File: src/usart_pkg.sv
`default_nettype none

package usart_pkg;

	// default bus map
	localparam logic [11:0] UDR_ADDR   = 12'h0C6;
	localparam logic [11:0] UCSRA_ADDR = 12'h0C0;
	localparam logic [11:0] UCSRB_ADDR = 12'h0C1;
	localparam logic [11:0] UCSRC_ADDR = 12'h0C2;
	localparam logic [11:0] UBRRH_ADDR = 12'h0C5;
	localparam logic [11:0] UBRRL_ADDR = 12'h0C4;
	localparam logic [5:0]  TXC_VECTOR = 6'h14; // tx complete ack vector

	// UCSRA
	localparam int RXC_BIT  = 7;
	localparam int TXC_BIT  = 6;
	localparam int UDRE_BIT = 5;
	localparam int FE_BIT   = 4;
	localparam int DOR_BIT  = 3;
	localparam int UPE_BIT  = 2;

	// UCSRB
	localparam int RXCIE_BIT = 7;
	localparam int TXCIE_BIT = 6;
	localparam int UDRIE_BIT = 5;
	localparam int RXEN_BIT  = 4;
	localparam int TXEN_BIT  = 3;

	// UCSRC, async fields only
	localparam int UPM1_BIT  = 5;
	localparam int UPM0_BIT  = 4;
	localparam int USBS_BIT  = 3;
	localparam int UCSZ1_BIT = 2;
	localparam int UCSZ0_BIT = 1;

	localparam int TICKS_PER_BIT = 16;
	localparam int SAMPLE_FIRST  = 7; // samples at 7, 8, 9
	localparam int RX_WORD_W     = 10; // {fe, upe, data}
	localparam int TX_WORD_W     = 8;

	typedef enum logic [1:0] {RX_IDLE, RX_START, RX_DATA} rx_state_t;
	typedef enum logic {TX_IDLE, TX_SHIFT} tx_state_t;

endpackage

`default_nettype wire
File: src/usart_top.sv
`timescale 1ns/1ns
`default_nettype none

module usart_top import usart_pkg::*; #(
	parameter logic [11:0] UDR_A    = UDR_ADDR,
	parameter logic [11:0] UCSRA_A  = UCSRA_ADDR,
	parameter logic [11:0] UCSRB_A  = UCSRB_ADDR,
	parameter logic [11:0] UCSRC_A  = UCSRC_ADDR,
	parameter logic [11:0] UBRRH_A  = UBRRH_ADDR,
	parameter logic [11:0] UBRRL_A  = UBRRL_ADDR,
	parameter logic [5:0]  TXC_VEC  = TXC_VECTOR,
	parameter int          RX_DEPTH = 2,
	parameter int          TX_DEPTH = 1
) (
	input  logic        cp2,
	input  logic        ireset,
	input  logic [11:0] ram_addr_i,
	input  logic        ramre_i,
	input  logic        ramwe_i,
	input  logic [7:0]  dbus_i,
	output logic [7:0]  dbus_o,
	output logic        out_en_o,
	input  logic        rxd_i,
	output logic        txd_o,
	output logic        rxen_o,
	output logic        txen_o,
	output logic        rxc_irq_o,
	output logic        txc_irq_o,
	output logic        udre_irq_o,
	input  logic        irqack_i,
	input  logic [5:0]  irqack_addr_i
);

	logic                 rx_en, tx_en, two_stop;
	logic [1:0]           char_size, parity_mode;
	logic [11:0]          ubrr;
	logic                 baud_restart, baud_tick;
	logic                 udr_rd, udr_wr, rx_flush;
	logic                 rx_push, rx_full, rx_empty;
	logic [RX_WORD_W-1:0] rx_word, rx_head;
	logic                 tx_pop, tx_full, tx_empty, tx_frame_done;
	logic [TX_WORD_W-1:0] tx_head;

	usart_regs #(
		.UDR_A   (UDR_A),
		.UCSRA_A (UCSRA_A),
		.UCSRB_A (UCSRB_A),
		.UCSRC_A (UCSRC_A),
		.UBRRH_A (UBRRH_A),
		.UBRRL_A (UBRRL_A),
		.TXC_VEC (TXC_VEC)
	) regs0 (
		.cp2             (cp2),
		.ireset          (ireset),
		.ram_addr_i      (ram_addr_i),
		.ramre_i         (ramre_i),
		.ramwe_i         (ramwe_i),
		.dbus_i          (dbus_i),
		.dbus_o          (dbus_o),
		.out_en_o        (out_en_o),
		.irqack_i        (irqack_i),
		.irqack_addr_i   (irqack_addr_i),
		.rx_en_o         (rx_en),
		.tx_en_o         (tx_en),
		.char_size_o     (char_size),
		.parity_mode_o   (parity_mode),
		.two_stop_o      (two_stop),
		.ubrr_o          (ubrr),
		.baud_restart_o  (baud_restart),
		.udr_rd_o        (udr_rd),
		.udr_wr_o        (udr_wr),
		.rx_flush_o      (rx_flush),
		.rx_head_i       (rx_head),
		.rx_push_i       (rx_push),
		.rx_full_i       (rx_full),
		.rx_empty_i      (rx_empty),
		.tx_full_i       (tx_full),
		.tx_empty_i      (tx_empty),
		.tx_frame_done_i (tx_frame_done),
		.rxc_irq_o       (rxc_irq_o),
		.txc_irq_o       (txc_irq_o),
		.udre_irq_o      (udre_irq_o)
	);

	usart_baud_gen baud0 (
		.cp2         (cp2),
		.ireset      (ireset),
		.ubrr_i      (ubrr),
		.restart_i   (baud_restart),
		.baud_tick_o (baud_tick)
	);

	usart_fifo #(.WIDTH(RX_WORD_W), .DEPTH(RX_DEPTH)) rx_fifo (
		.cp2     (cp2),
		.ireset  (ireset),
		.din_i   (rx_word),
		.push_i  (rx_push),
		.pop_i   (udr_rd),
		.flush_i (rx_flush),
		.dout_o  (rx_head),
		.full_o  (rx_full),
		.empty_o (rx_empty)
	);

	usart_fifo #(.WIDTH(TX_WORD_W), .DEPTH(TX_DEPTH)) tx_fifo (
		.cp2     (cp2),
		.ireset  (ireset),
		.din_i   (dbus_i),
		.push_i  (udr_wr),
		.pop_i   (tx_pop),
		.flush_i (1'b0), // tx buffer drains on its own
		.dout_o  (tx_head),
		.full_o  (tx_full),
		.empty_o (tx_empty)
	);

	usart_rx rx0 (
		.cp2           (cp2),
		.ireset        (ireset),
		.rxd_i         (rxd_i),
		.rx_en_i       (rx_en),
		.baud_tick_i   (baud_tick),
		.char_size_i   (char_size),
		.parity_mode_i (parity_mode),
		.rx_push_o     (rx_push),
		.rx_word_o     (rx_word)
	);

	usart_tx tx0 (
		.cp2             (cp2),
		.ireset          (ireset),
		.tx_en_i         (tx_en),
		.baud_tick_i     (baud_tick),
		.char_size_i     (char_size),
		.parity_mode_i   (parity_mode),
		.two_stop_i      (two_stop),
		.tx_data_i       (tx_head),
		.tx_empty_i      (tx_empty),
		.tx_pop_o        (tx_pop),
		.tx_frame_done_o (tx_frame_done),
		.txd_o           (txd_o)
	);

	assign rxen_o = rx_en;
	assign txen_o = tx_en;

endmodule

`default_nettype wire

File: src/usart_tx.sv
`timescale 1ns/1ns
`default_nettype none

module usart_tx import usart_pkg::*; (
	input  logic                 cp2,
	input  logic                 ireset,
	input  logic                 tx_en_i,
	input  logic                 baud_tick_i,
	input  logic [1:0]           char_size_i,
	input  logic [1:0]           parity_mode_i,
	input  logic                 two_stop_i,
	input  logic [TX_WORD_W-1:0] tx_data_i,
	input  logic                 tx_empty_i,
	output logic                 tx_pop_o,
	output logic                 tx_frame_done_o,
	output logic                 txd_o
);

	tx_state_t   state_q;
	logic [11:0] sh_q;
	logic [11:0] frame;
	logic [3:0]  tick_q;
	logic [3:0]  bits_q; // bits left in the frame
	logic [3:0]  nbits, frame_len;
	logic [7:0]  mask, data_m;
	logic        par_en, par_bit, bit_end;

	assign nbits     = 4'd5 + {2'b00, char_size_i};
	assign par_en    = parity_mode_i[1];
	assign mask      = 8'hFF >> (2'd3 - char_size_i);
	assign data_m    = tx_data_i & mask;
	assign par_bit   = ^data_m ^ parity_mode_i[0];
	assign frame_len = nbits + 4'd2 + {3'b000, par_en} + {3'b000, two_stop_i};

	// start, data, parity, then ones for the stop bits
	always_comb begin
		frame      = 12'hFFF;
		frame[0]   = 1'b0;
		frame[8:1] = data_m | ~mask;
		if (par_en)
			frame[nbits + 4'd1] = par_bit;
	end

	assign tx_pop_o = (state_q == TX_IDLE) && tx_en_i && !tx_empty_i;
	assign bit_end  = baud_tick_i && (tick_q == 4'(TICKS_PER_BIT - 1));
	assign txd_o    = (state_q == TX_SHIFT && tx_en_i) ? sh_q[0] : 1'b1;

	always_ff @(posedge cp2 or negedge ireset) begin
		if (!ireset) begin
			state_q         <= TX_IDLE;
			tick_q          <= 4'd0;
			bits_q          <= 4'd0;
			tx_frame_done_o <= 1'b0;
		end else begin
			tx_frame_done_o <= 1'b0;
			case (state_q)
				TX_IDLE: begin
					if (tx_pop_o) begin
						state_q <= TX_SHIFT;
						tick_q  <= 4'd0;
						bits_q  <= frame_len;
					end
				end
				TX_SHIFT: begin
					if (!tx_en_i) begin
						state_q <= TX_IDLE; // abort on disable
					end else if (baud_tick_i) begin
						tick_q <= bit_end ? 4'd0 : tick_q + 4'd1;
						if (bit_end) begin
							bits_q <= bits_q - 4'd1;
							if (bits_q == 4'd1) begin
								state_q         <= TX_IDLE;
								tx_frame_done_o <= 1'b1;
							end
						end
					end
				end
				default: state_q <= TX_IDLE;
			endcase
		end
	end

	always_ff @(posedge cp2) begin
		if (tx_pop_o)
			sh_q <= frame;
		else if (state_q == TX_SHIFT && bit_end)
			sh_q <= {1'b1, sh_q[11:1]};
	end

endmodule

`default_nettype wire

File: src/usart_rx.sv
`timescale 1ns/1ns
`default_nettype none

module usart_rx import usart_pkg::*; (
	input  logic                 cp2,
	input  logic                 ireset,
	input  logic                 rxd_i,
	input  logic                 rx_en_i,
	input  logic                 baud_tick_i,
	input  logic [1:0]           char_size_i,
	input  logic [1:0]           parity_mode_i,
	output logic                 rx_push_o,
	output logic [RX_WORD_W-1:0] rx_word_o
);

	rx_state_t  state_q;
	logic [1:0] sync_q;
	logic       rxd_s, rxd_d_q;
	logic       fall_q;
	logic [3:0] tick_q; // index of the next tick within the bit
	logic [1:0] samp_q;
	logic       maj, last_sample;
	logic [3:0] bits_q; // data, parity and stop bits still to come
	logic [8:0] sh_q;
	logic [3:0] nbits, shamt;
	logic       par_en, par_err;
	logic [8:0] aligned;
	logic [7:0] mask, data;

	assign rxd_s = sync_q[1];

	always_ff @(posedge cp2 or negedge ireset) begin
		if (!ireset) begin
			sync_q  <= 2'b11; // line idles high
			rxd_d_q <= 1'b1;
		end else begin
			sync_q  <= {sync_q[0], rxd_i};
			rxd_d_q <= rxd_s;
		end
	end

	// two stored samples plus the live one at the third tick
	assign maj = (samp_q[0] & samp_q[1]) | (samp_q[0] & rxd_s) | (samp_q[1] & rxd_s);
	assign last_sample = baud_tick_i && (tick_q == 4'(SAMPLE_FIRST + 2));

	// received bits sit at the top of sh_q, lsb first
	assign nbits   = 4'd5 + {2'b00, char_size_i};
	assign par_en  = parity_mode_i[1];
	assign shamt   = 4'd9 - nbits - {3'b000, par_en};
	assign aligned = sh_q >> shamt;
	assign mask    = 8'hFF >> (2'd3 - char_size_i);
	assign data    = aligned[7:0] & mask;
	assign par_err = par_en && (sh_q[8] != (^data ^ parity_mode_i[0])); // upm0 = odd

	always_ff @(posedge cp2 or negedge ireset) begin
		if (!ireset) begin
			state_q   <= RX_IDLE;
			fall_q    <= 1'b0;
			tick_q    <= 4'd0;
			samp_q    <= 2'b11;
			bits_q    <= 4'd0;
			rx_push_o <= 1'b0;
		end else begin
			rx_push_o <= 1'b0;
			if (!rx_en_i) begin
				state_q <= RX_IDLE;
				fall_q  <= 1'b0;
			end else if (state_q == RX_IDLE) begin
				if (rxd_d_q && !rxd_s)
					fall_q <= 1'b1;
				if (fall_q && baud_tick_i) begin
					state_q <= RX_START;
					fall_q  <= 1'b0;
					tick_q  <= 4'd1; // this tick is tick 0 of the start bit
				end
			end else begin
				if (baud_tick_i) begin
					tick_q <= (tick_q == 4'(TICKS_PER_BIT - 1)) ? 4'd0 : tick_q + 4'd1;
					if (tick_q == 4'(SAMPLE_FIRST) || tick_q == 4'(SAMPLE_FIRST + 1))
						samp_q <= {samp_q[0], rxd_s};
				end
				if (last_sample) begin
					if (state_q == RX_START) begin
						if (maj) begin
							state_q <= RX_IDLE; // false start
						end else begin
							state_q <= RX_DATA;
							bits_q  <= nbits + {3'b000, par_en} + 4'd1;
						end
					end else if (bits_q == 4'd1) begin
						state_q   <= RX_IDLE; // first stop bit done
						rx_push_o <= 1'b1;
					end else begin
						bits_q <= bits_q - 4'd1;
					end
				end
			end
		end
	end

	always_ff @(posedge cp2) begin
		if (state_q == RX_DATA && last_sample) begin
			if (bits_q == 4'd1)
				rx_word_o <= {!maj, par_err, data}; // fe when stop reads 0
			else
				sh_q <= {maj, sh_q[8:1]};
		end
	end

endmodule

`default_nettype wire

File: src/usart_fifo.sv
`timescale 1ns/1ns
`default_nettype none

module usart_fifo #(
	parameter int WIDTH = 8,
	parameter int DEPTH = 2
) (
	input  logic             cp2,
	input  logic             ireset,
	input  logic [WIDTH-1:0] din_i,
	input  logic             push_i,
	input  logic             pop_i,
	input  logic             flush_i,
	output logic [WIDTH-1:0] dout_o,
	output logic             full_o,
	output logic             empty_o
);

	localparam int PW = (DEPTH > 1) ? $clog2(DEPTH) : 1;
	localparam int CW = $clog2(DEPTH + 1);

	logic [WIDTH-1:0] mem [DEPTH];
	logic [PW-1:0]    wr_ptr_q, rd_ptr_q;
	logic [PW-1:0]    wr_nxt, rd_nxt;
	logic [CW-1:0]    count_q;
	logic             do_push, do_pop;

	assign do_push = push_i && !full_o; // dropped when full
	assign do_pop  = pop_i && !empty_o;
	assign wr_nxt  = (wr_ptr_q == PW'(DEPTH - 1)) ? '0 : wr_ptr_q + 1'b1;
	assign rd_nxt  = (rd_ptr_q == PW'(DEPTH - 1)) ? '0 : rd_ptr_q + 1'b1;

	always_ff @(posedge cp2 or negedge ireset) begin
		if (!ireset) begin
			wr_ptr_q <= '0;
			rd_ptr_q <= '0;
			count_q  <= '0;
		end else if (flush_i) begin
			wr_ptr_q <= '0;
			rd_ptr_q <= '0;
			count_q  <= '0;
		end else begin
			if (do_push)
				wr_ptr_q <= wr_nxt;
			if (do_pop)
				rd_ptr_q <= rd_nxt;
			if (do_push && !do_pop)
				count_q <= count_q + 1'b1;
			else if (do_pop && !do_push)
				count_q <= count_q - 1'b1;
		end
	end

	always_ff @(posedge cp2) begin
		if (do_push && !flush_i)
			mem[wr_ptr_q] <= din_i;
	end

	assign dout_o  = mem[rd_ptr_q]; // show-ahead
	assign full_o  = (count_q == CW'(DEPTH));
	assign empty_o = (count_q == '0);

endmodule

`default_nettype wire

File: src/usart_baud_gen.sv
`timescale 1ns/1ns
`default_nettype none

module usart_baud_gen (
	input  logic        cp2,
	input  logic        ireset,
	input  logic [11:0] ubrr_i,
	input  logic        restart_i,
	output logic        baud_tick_o
);

	logic [11:0] cnt_q;

	// counts ubrr down to 0, one tick per reload
	always_ff @(posedge cp2 or negedge ireset) begin
		if (!ireset)
			cnt_q <= 12'h000;
		else if (restart_i || (cnt_q == 12'h000))
			cnt_q <= ubrr_i;
		else
			cnt_q <= cnt_q - 12'd1;
	end

	assign baud_tick_o = (cnt_q == 12'h000) && !restart_i;

endmodule

`default_nettype wire

File: src/usart_regs.sv
`timescale 1ns/1ns
`default_nettype none

module usart_regs import usart_pkg::*; #(
	parameter logic [11:0] UDR_A   = UDR_ADDR,
	parameter logic [11:0] UCSRA_A = UCSRA_ADDR,
	parameter logic [11:0] UCSRB_A = UCSRB_ADDR,
	parameter logic [11:0] UCSRC_A = UCSRC_ADDR,
	parameter logic [11:0] UBRRH_A = UBRRH_ADDR,
	parameter logic [11:0] UBRRL_A = UBRRL_ADDR,
	parameter logic [5:0]  TXC_VEC = TXC_VECTOR
) (
	input  logic                 cp2,
	input  logic                 ireset,
	input  logic [11:0]          ram_addr_i,
	input  logic                 ramre_i,
	input  logic                 ramwe_i,
	input  logic [7:0]           dbus_i,
	output logic [7:0]           dbus_o,
	output logic                 out_en_o,
	input  logic                 irqack_i,
	input  logic [5:0]           irqack_addr_i,
	output logic                 rx_en_o,
	output logic                 tx_en_o,
	output logic [1:0]           char_size_o,
	output logic [1:0]           parity_mode_o,
	output logic                 two_stop_o,
	output logic [11:0]          ubrr_o,
	output logic                 baud_restart_o,
	output logic                 udr_rd_o,
	output logic                 udr_wr_o,
	output logic                 rx_flush_o,
	input  logic [RX_WORD_W-1:0] rx_head_i,
	input  logic                 rx_push_i,
	input  logic                 rx_full_i,
	input  logic                 rx_empty_i,
	input  logic                 tx_full_i,
	input  logic                 tx_empty_i,
	input  logic                 tx_frame_done_i,
	output logic                 rxc_irq_o,
	output logic                 txc_irq_o,
	output logic                 udre_irq_o
);

	// writable bits, the rest read as zero
	localparam logic [7:0] UCSRB_WMASK = 8'((1 << RXCIE_BIT) | (1 << TXCIE_BIT) |
		(1 << UDRIE_BIT) | (1 << RXEN_BIT) | (1 << TXEN_BIT));
	localparam logic [7:0] UCSRC_WMASK = 8'((1 << UPM1_BIT) | (1 << UPM0_BIT) |
		(1 << USBS_BIT) | (1 << UCSZ1_BIT) | (1 << UCSZ0_BIT));

	logic [7:0]  ucsrb_q;
	logic [7:0]  ucsrc_q;
	logic [11:0] ubrr_q;
	logic [3:0]  ubrrh_tmp_q; // high byte waits for the low byte write
	logic        txc_q;
	logic        dor_q;
	logic [7:0]  status;
	logic        wr_ucsra, wr_ucsrb, wr_ucsrc, wr_ubrrh, wr_ubrrl;
	logic        txc_ack;

	assign wr_ucsra = ramwe_i && (ram_addr_i == UCSRA_A);
	assign wr_ucsrb = ramwe_i && (ram_addr_i == UCSRB_A);
	assign wr_ucsrc = ramwe_i && (ram_addr_i == UCSRC_A);
	assign wr_ubrrh = ramwe_i && (ram_addr_i == UBRRH_A);
	assign wr_ubrrl = ramwe_i && (ram_addr_i == UBRRL_A);
	assign txc_ack  = irqack_i && (irqack_addr_i == TXC_VEC);

	assign udr_rd_o       = ramre_i && (ram_addr_i == UDR_A); // pops rx buffer
	assign udr_wr_o       = ramwe_i && (ram_addr_i == UDR_A) && tx_en_o;
	assign rx_flush_o     = wr_ucsrb && ucsrb_q[RXEN_BIT] && !dbus_i[RXEN_BIT];

	always_ff @(posedge cp2 or negedge ireset) begin
		if (!ireset) begin
			ucsrb_q        <= 8'h00;
			ucsrc_q        <= 8'h06; // 8 data bits
			ubrr_q         <= 12'h000;
			ubrrh_tmp_q    <= 4'h0;
			baud_restart_o <= 1'b0;
		end else begin
			baud_restart_o <= wr_ubrrl; // new ubrr is already in place
			if (wr_ucsrb)
				ucsrb_q <= dbus_i & UCSRB_WMASK;
			if (wr_ucsrc)
				ucsrc_q <= dbus_i & UCSRC_WMASK;
			if (wr_ubrrh)
				ubrrh_tmp_q <= dbus_i[3:0];
			if (wr_ubrrl)
				ubrr_q <= {ubrrh_tmp_q, dbus_i}; // commit both bytes
		end
	end

	// txc and dor, set wins over clear
	always_ff @(posedge cp2 or negedge ireset) begin
		if (!ireset) begin
			txc_q <= 1'b0;
			dor_q <= 1'b0;
		end else begin
			if (tx_frame_done_i && tx_empty_i)
				txc_q <= 1'b1;
			else if (txc_ack || (wr_ucsra && dbus_i[TXC_BIT]))
				txc_q <= 1'b0;
			if (rx_push_i && rx_full_i)
				dor_q <= 1'b1; // frame lost
			else if (udr_rd_o)
				dor_q <= 1'b0;
		end
	end

	always_comb begin
		status = 8'h00;
		status[RXC_BIT]  = !rx_empty_i;
		status[TXC_BIT]  = txc_q;
		status[UDRE_BIT] = !tx_full_i;
		status[FE_BIT]   = !rx_empty_i && rx_head_i[RX_WORD_W-1];
		status[DOR_BIT]  = dor_q;
		status[UPE_BIT]  = !rx_empty_i && rx_head_i[RX_WORD_W-2];
	end

	always_comb begin
		dbus_o   = 8'h00;
		out_en_o = ramre_i;
		case (ram_addr_i)
			UDR_A:   dbus_o = rx_empty_i ? 8'h00 : rx_head_i[7:0];
			UCSRA_A: dbus_o = status;
			UCSRB_A: dbus_o = ucsrb_q;
			UCSRC_A: dbus_o = ucsrc_q;
			UBRRH_A: dbus_o = {4'h0, ubrr_q[11:8]};
			UBRRL_A: dbus_o = ubrr_q[7:0];
			default: out_en_o = 1'b0; // not ours
		endcase
	end

	assign rx_en_o       = ucsrb_q[RXEN_BIT];
	assign tx_en_o       = ucsrb_q[TXEN_BIT];
	assign char_size_o   = {ucsrc_q[UCSZ1_BIT], ucsrc_q[UCSZ0_BIT]};
	assign parity_mode_o = {ucsrc_q[UPM1_BIT], ucsrc_q[UPM0_BIT]};
	assign two_stop_o    = ucsrc_q[USBS_BIT];
	assign ubrr_o        = ubrr_q;

	assign rxc_irq_o  = ucsrb_q[RXCIE_BIT] && status[RXC_BIT];
	assign txc_irq_o  = ucsrb_q[TXCIE_BIT] && status[TXC_BIT];
	assign udre_irq_o = ucsrb_q[UDRIE_BIT] && status[UDRE_BIT];

endmodule

`default_nettype wire

File: config.mk
export PLATFORM = sky130hd
export DESIGN_NAME = usart_top
export DESIGN_NICKNAME = d
export VERILOG_FILES = /design/src/usart_pkg.sv /design/src/usart_top.sv /design/src/usart_tx.sv /design/src/usart_rx.sv /design/src/usart_fifo.sv /design/src/usart_baud_gen.sv /design/src/usart_regs.sv
export SDC_FILE = /design/constraint.sdc
export NUM_CORES = 1
export LEC_CHECK = 0
export BUFFER_PORTS_ARGS = -buffer_cell sky130_fd_sc_hd__buf_2
export CORE_AREA = 3 3 115 117
export CTS_BUF_LIST = sky130_fd_sc_hd__clkbuf_8 sky130_fd_sc_hd__clkbuf_16
export DETAILED_ROUTE_END_ITERATION = 12
export DIE_AREA = 0 0 118 120
export GPL_TIMING_DRIVEN = 0
export PLACE_DENSITY = 0.71
export SLEW_MARGIN = 0
export SYNTH_ARGS = -nofsm -noshare
export SYNTH_HDL_FRONTEND = slang
export SYNTH_SLANG_ARGS = --single-unit
File: constraint.sdc
create_clock -name cp2 -period 3.7 [get_ports cp2]
set_input_delay 0.185 -clock cp2 [delete_from_list [all_inputs] [get_ports cp2]]
set_output_delay 0.185 -clock cp2 [all_outputs]
set_load 0.02 [all_outputs]
==> impl_results.md, run 1 <==
* Detailed Routing Iterations Pass 1 at 7
* Setup ws final at 0.0424 ns
* Power Density at 486 mW/mm^2
* Pin count of the biggest net entering global routing at 50
* Row count at 41
* Die width at 118 um
* Synth Cell Area at 0.00661 mm^2
* Num CTS Buffers at 17
* Final Hold Vio Count at 0
* Min Tclk post-route at 3.66 ns
* Post-DP HPWL at 10.9 mm
* Total GRT Usage at 22.6%
* Final core occ at 62.5%
* Commonest non-fill, non-tap cells in the layout: dfrtp_1, nand2_1, edfxtp_1
* Wire length per cell at 18.2 um
* R2r endpoint: rx0.rx_word_o[8]$_DFFE_PP_
* Vias in the first global route at 4869
* Grt total ovfl at 0
* Most common cell after layout, fill and taps aside: dfrtp_1
* Fin Hold WS at 0.0260 ns
* Pre-CTS WS at -0.517 ns
* Worst R2R Path Depth at 11
* Number of max-slew violations in the final report at 0
* Initial core utilization at 53.0%
* Syn Area/Cell at 11.5 um^2
* Fill cell total of the finished layout at 997
* Crit path launch type: flip-flop
* Nets@finish at 698
* Worst-Skew Late Latency at 0.42 ns
* Area of the multi-input gates at 0.00284 mm^2
* Vias per inst at 5.70
* Register area share after synthesis at 54.6%
* Leak pwr at 2.98 nW
* Post-synthesis cell count at 576
* Dominant cell type by area after synthesis: edfxtp_1
* Setup Fix Bufs, Post-CTS at 0
* Hold endpoint: tx_fifo.mem[0][0]$_DFFE_PP_
* Layout cells sized above 1 at 20.2%
* Rel. slew slack at 10.3%
* Die ar. at 0.0142 mm^2
* Async SR Flop Fraction at 55.3%
* Hold Path Stages at 1
* Library cells used by synthesis at 63
* H-tree depth at 4
* WS Path Type: flip-flop to flip-flop
* Fin crit share at 98.9%
* Final setup fails at 0
* Synth top area cells: edfxtp_1, dfrtp_1, mux2_2
* Max Cap Viol at 0
* Clock Tree Buf Depth at 2
* Sequential Area at 0.00361 mm^2
* Sink Count at 132
* Inserted Diodes at 0
* Via count at 4717
* DRT antenna net count at 0
* Clock transition at path regs at 0.05 ns
* Post-synth EDFFs at 59
* Yosys warns at 0
* Ys flop type: dfrtp_1
* HP Class: input pin to flip-flop
* R2r setup slk at 0.04 ns
* Syn nets at 632
* Worst Setup End Kind: flip-flop
* Register bit count reported by yosys at 132
* Gpl congestion at 0.835
* Post-route setup TNS at 0 ns
* VDD IR max at 456 uV
* Residual DRC count at 0
* CP Max Fanout at 8
* PortBufs at 45
* Clock root buffer: clkbuf_16
* Critical R2R Launch: regs0.ucsrc_q[1]$_DFFE_PN1P_
* Outcome: finished clean
* Core footprint at 0.0125 mm^2
* Critical Path AT at 3.93 ns
* Die span in y at 120 um
* First-pass GRT wire length at 25.0 mm
* Worst-Margin Slew at 1.33 ns
* Initial antenna violation count at 0
* Max Fclk at 273 MHz
* Clk_skew at 0.00695 ns
* Min-delay src: dbus_i[0]
* Io pins at 47
* TritonCTS clock tree: built
* Synth top area share at 26.8%
* WP data required at 3.97 ns
* Initial DRC count at 331
* Area growth, synth to finish at 17.9%
* RSZ-0062 raised after global routing: true
* Total Wirelength at 15.0 mm
==> synth_stat cells, types with 4 or more instances <==
| cell type | instances |
|---|---|
| nor4b_1 | 5 |
| a211oi_1 | 4 |
| nor2b_1 | 6 |
| nand3_1 | 10 |
| inv_1 | 33 |
| a22o_1 | 4 |
| dfrtp_1 | 66 |
| nor3b_1 | 4 |
| dfstp_2 | 7 |
| clkbuf_1 | 17 |
| o21ai_0 | 29 |
| nand2_1 | 61 |
| xnor2_1 | 22 |
| mux4_2 | 6 |
| mux2_2 | 27 |
| edfxtp_1 | 59 |
| a31oi_1 | 9 |
| nor2_1 | 44 |
| a311oi_1 | 4 |
| nor3_1 | 15 |
| nor4_1 | 8 |
| xor2_1 | 8 |
| ha_1 | 22 |
| a21oi_1 | 23 |
| nand2b_1 | 6 |
| mux2i_1 | 17 |
==> through the flow <==
step | instance area (um^2) | total power, mW | instances
5_1_grt | 7790 | 3.93 | 827
6_report | 7790 | 3.79 | 827
2_1_floorplan | 6610 | 1.87 | 576
4_1_cts | 7780 | 3.81 | 828
3_5_place_dp | 7100 | 1.96 | 795
3_3_place_gp | 7050 | 1.95 | 793
==> area by class of cell <==
cell class | count | share of cell area, %
Clock inverter | 15 | 2.79
Timing Repair Buffer | 49 | 3.63
Tap cell | 172 | 2.76
Multi-Input combinational cell | 391 | 36.5
Buffer | 18 | 1.03
Inverter | 33 | 1.59
Clock buffer | 17 | 5.46
Sequential cell | 132 | 46.3
==> worst max-delay path: stages (launching register included) <==
cell and delay (ns):
dfstp_2 0.65, inv_1 0.18, ha_1 0.38, inv_1 0.09, ha_2 0.41, mux4_2 0.53, nor3b_2 0.19, xnor2_1 0.20
xor2_1 0.20, xor2_1 0.18, xnor3_1 0.40, nor2_1 0.10
==> power by group <==
part           switching (mW)  internal [mW]
Sequential             0.0741           1.60
Combinational           0.147          0.132
Clock                   0.594           1.24
==> flip-flops by register name (all words and copies together) (netlist names), 2 cells and up <==
signal / flops
rx0.samp_q: 2
regs0.ucsrb_q: 5
rx0.rx_word_o: 10
tx0.tick_q: 4
rx_fifo.mem: 20
regs0.ucsrc_q: 5
regs0.ubrrh_tmp_q: 4
rx0.sync_q: 2
rx0.tick_q: 4
baud0.cnt_q: 12
rx0.bits_q: 4
tx0.sh_q: 12
regs0.ubrr_o: 12
tx0.bits_q: 4
rx_fifo.count_q: 2
rx0.state_q: 2
tx_fifo.mem: 8
rx0.sh_q: 9
==> repair_timing <==
item / in CTS / in global routing
setup endpoints to repair: 20 / 20
gates resized for setup: 5 / 1
hold buffers: 2 / 0
hold endpoints to repair: 25 / 0
==> layer usage <==
| layer | global-route usage [%] | wire (um) |
|---|---|---|
| met4 | 6.74 | 207 |
| met3 | 4.67 | 641 |
| met2 | 39.2 | 7590 |
| met5 | 0 | 0 |
| met1 | 28.9 | 6600 |
==> cells by family after synthesis <==
family                     Yosys count  share of synthesized area [%]
xor gates and xnor gates            31                           4.31
adders and majority gates           25                           4.92
buffers and inverters               53                           3.20
and+or+nand+nor                    185                           14.0
AOI/OAI and AO/OA                  100                           9.78
DFF                                132                           54.6
muxes                               50                           9.22
==> worst max path at each step <==
| stage | start | endpoint | depth (start not counted) |
|---|---|---|---|
| floorplan | baud0.cnt_q[5]$_DFF_PN0_ | rx0.sh_q[0]$_DFFE_PP_ | 5 |
| global placement | baud0.cnt_q[5]$_DFF_PN0_ | rx0.sh_q[0]$_DFFE_PP_ | 5 |
| detailed placement | baud0.cnt_q[5]$_DFF_PN0_ | rx0.rx_word_o[8]$_DFFE_PP_ | 6 |
| CTS | regs0.ucsrc_q[1]$_DFFE_PN1P_ | rx0.rx_word_o[8]$_DFFE_PP_ | 14 |
| global route | regs0.ucsrc_q[1]$_DFFE_PN1P_ | rx0.rx_word_o[8]$_DFFE_PP_ | 11 |
| finish | regs0.ucsrc_q[1]$_DFFE_PN1P_ | rx0.rx_word_o[8]$_DFFE_PP_ | 11 |
No activity file was read; power rests on OpenSTA's default activity.
==> run 2, diff against run 1 <==
MAX_ROUTING_LAYER = met4   (was default)
==> impl_results.md, run 2 (synthesized netlist as in run 1, its figures left out) <==
* Outcome: finished clean
* Fin crit share at 96.2% (-2.6 points)
* Residual DRC count at 0 (unchanged)
* Comb power frac at 7.4% (about the same)
* Final core occ at 62.9% (+0.35 points)
* H-tree depth at 4 (unchanged)
* Commonest non-fill, non-tap cells in the layout: dfrtp_1, nand2_1, edfxtp_1
* Placed Area at 0.00710 mm^2 (unchanged)
* Detailed Routing Iterations Pass 1 at 5 (-2)
* PortBufs at 45 (unchanged)
* Final Hold Vio Count at 0 (unchanged)
* Max reg flops at 20 (unchanged)
* Number of max-slew violations in the final report at 0 (unchanged)
* Biggest register: rx_fifo.mem
* Fill cell total of the finished layout at 992 (-0.50%)
* Hold Path Stages at 1 (unchanged)
* Nets@finish at 702 (+0.57%)
* Worst-Skew Late Latency at 0.42 ns (about the same)
* Post-DP HPWL at 10.9 mm (unchanged)
* Worst R2R Path Depth at 11 (unchanged)
* Vias in the first global route at 4858 (-0.23%)
* Worst-Margin Slew at 1.31 ns (-0.0211 ns)
* VDD IR max at 455 uV (-0.16%)
* Final setup fails at 0 (unchanged)
* First-pass GRT wire length at 25.0 mm (unchanged)
* Via count at 4732 (+0.32%)
* Gpl congestion at 0.847 (+1.5%)
* Num CTS Buffers at 17 (unchanged)
* Worst Setup End Kind: flip-flop
* Design Power at 3.79 mW (about the same)
* Flop pwr share at 44.1% (about the same)
* Net Sw Power at 816 uW (+0.17%)
* Initial antenna violation count at 0 (unchanged)
* Io pins at 47 (unchanged)
* Core footprint at 0.0125 mm^2 (unchanged)
* Clk_skew at 0.00507 ns (-0.00188 ns)
* Inserted Diodes at 0 (unchanged)
* Area growth, synth to finish at 18.5%
* Non-Filler Instances at 831 (+0.48%)
* DRT antenna net count at 0 (unchanged)
* Grt total ovfl at 0 (unchanged)
* Pin count of the biggest net entering global routing at 50 (unchanged)
* TritonCTS clock tree: built
* Initial DRC count at 352 (+6.3%)
* CP Max Fanout at 9 (+1)
* Min Tclk post-route at 3.56 ns (-0.0976 ns)
* Max Cap Viol at 0 (unchanged)
* Dpl cells at 795 (unchanged)
* Wire length per cell at 18.4 um (+0.99%)
* WP data required at 3.97 ns (about the same)
* Die ar. at 0.0142 mm^2 (unchanged)
* Total Wirelength at 15.3 mm (+1.5%)
* Power Density at 484 mW/mm^2 (-0.51%)
* Row count at 41 (unchanged)
* Internal at 2.97 mW (about the same)
* Switching share of power at 21.5% (+0.026 points)
* Final instance area at 0.00784 mm^2 (+0.56%)
* Clk pwr share at 48.5% (about the same)
* Max Fclk at 281 MHz (+2.7%)
* Clock transition at path regs at 0.05 ns (about the same)
* Clock root buffer: clkbuf_16
* Initial core utilization at 53.0% (unchanged)
* Most common cell after layout, fill and taps aside: dfrtp_1
* Layout cells sized above 1 at 20.8% (+0.64 points)
* Leak pwr at 3.00 nW (+0.76%)
* HP Class: input pin to flip-flop
* Sink Count at 132 (unchanged)
* Rel. slew slack at 11.7% (+1.4 points)
* Fin Hold WS at 0.0253 ns (-0.000686 ns)
* Die span in y at 120 um (unchanged)
* Vias per inst at 5.69 (-0.16%)
* Die width at 118 um (unchanged)
* Total GRT Usage at 23.3% (+0.65 points)
* WS Path Type: flip-flop to flip-flop
* Crit path launch type: flip-flop
* Critical Path AT at 3.83 ns (-0.10 ns)
* Clock Tree Buf Depth at 2 (unchanged)
-- run 2: cell count changes in the layout (fill, tap and decap cells not counted) --
cell and delta:
ha_4 +1, ha_2 -1, inv_1 -1, clkinvlp_4 +1, buf_4 +4
-- run 2: critical path, cell delays in order (launching register included) --
cell,delay [ns]
dfstp_2,0.66
inv_1,0.15
ha_1,0.36
inv_1,0.12
ha_4,0.34
mux4_2,0.52
nor3b_2,0.19
xnor2_1,0.20
xor2_1,0.19
xor2_1,0.18
xnor3_1,0.40
nor2_1,0.10
-- run 2: repair_timing --
| item | 4_1_cts | 5_1_grt |
|---|---|---|
| setup buffers | 0 | 4 |
| cloned | 0 | 0 |
| endpoints found under the hold margin | 25 | 0 |
| setup endpoints to repair | 20 | 20 |
| hold buffers | 2 | 0 |
| gates resized for setup | 5 | 3 |
| pin swaps | 0 | 0 |
-- run 2: per-layer routing --
metal / global-route usage (%) / vias to the layer above / part of all wire (%)
li1: - / 2238 / -
met1: 28.9 / 2358 / 44
met2: 39.2 / 117 / 51
met3: 4.67 / 19 / 4.1
met4: 6.74 / 0 / 1.2
met5: - / - / 0
-- run 2: final timing paths --
kind | from | end | slack (ns)
worst max-delay path | regs0.ucsrc_q[2]$_DFFE_PN1P_ | rx0.rx_word_o[8]$_DFFE_PP_ | 0.14
worst min-delay path | dbus_i[0] | tx_fifo.mem[0][0]$_DFFE_PP_ | 0.03
worst max register to register | regs0.ucsrc_q[2]$_DFFE_PN1P_ | rx0.rx_word_o[8]$_DFFE_PP_ | 0.14
worst min register to register | rx0.sync_q[1]$_DFF_PN1_ | rx0.rxd_d_q$_DFF_PN1_ | 0.39
max in group asynchronous | ireset | rx0.samp_q[1]$_DFFE_PN1P_ | 2.84
min in group asynchronous | ireset | baud0.cnt_q[3]$_DFF_PN0_ | 0.23
-- run 2: layout make-up --
class / count / area (um^2) / area share, %
Buffer: 18 / 80.1 / 1.02
Clock buffer: 17 / 425 / 5.43
Clock inverter: 15 / 218 / 2.78
Inverter: 33 / 128 / 1.63
Multi-Input combinational cell: 391 / 2850 / 36.4
Sequential cell: 132 / 3610 / 46.0
Tap cell: 172 / 215 / 2.75
Timing Repair Buffer: 53 / 313 / 3.99
-- run 2: stage by stage --
step	setup WS, ns	setup TNS (ns)
2_1_floorplan	0.120	0
3_3_place_gp	-0.643	-13.30
3_5_place_dp	-0.517	-6.11
4_1_cts	0.0150	0
5_1_grt	-0.0266	-0.0266
6_report	0.140	0
-- run 2: power by group through the flow --
stage / clock network, mW / registers, mW / logic, mW
after floorplan: 0 / 1.68 / 0.188
after global placement: 0 / 1.69 / 0.255
after detailed placement: 0 / 1.70 / 0.267
after CTS: 1.86 / 1.67 / 0.279
after global routing: 1.93 / 1.68 / 0.317
final: 1.84 / 1.67 / 0.281
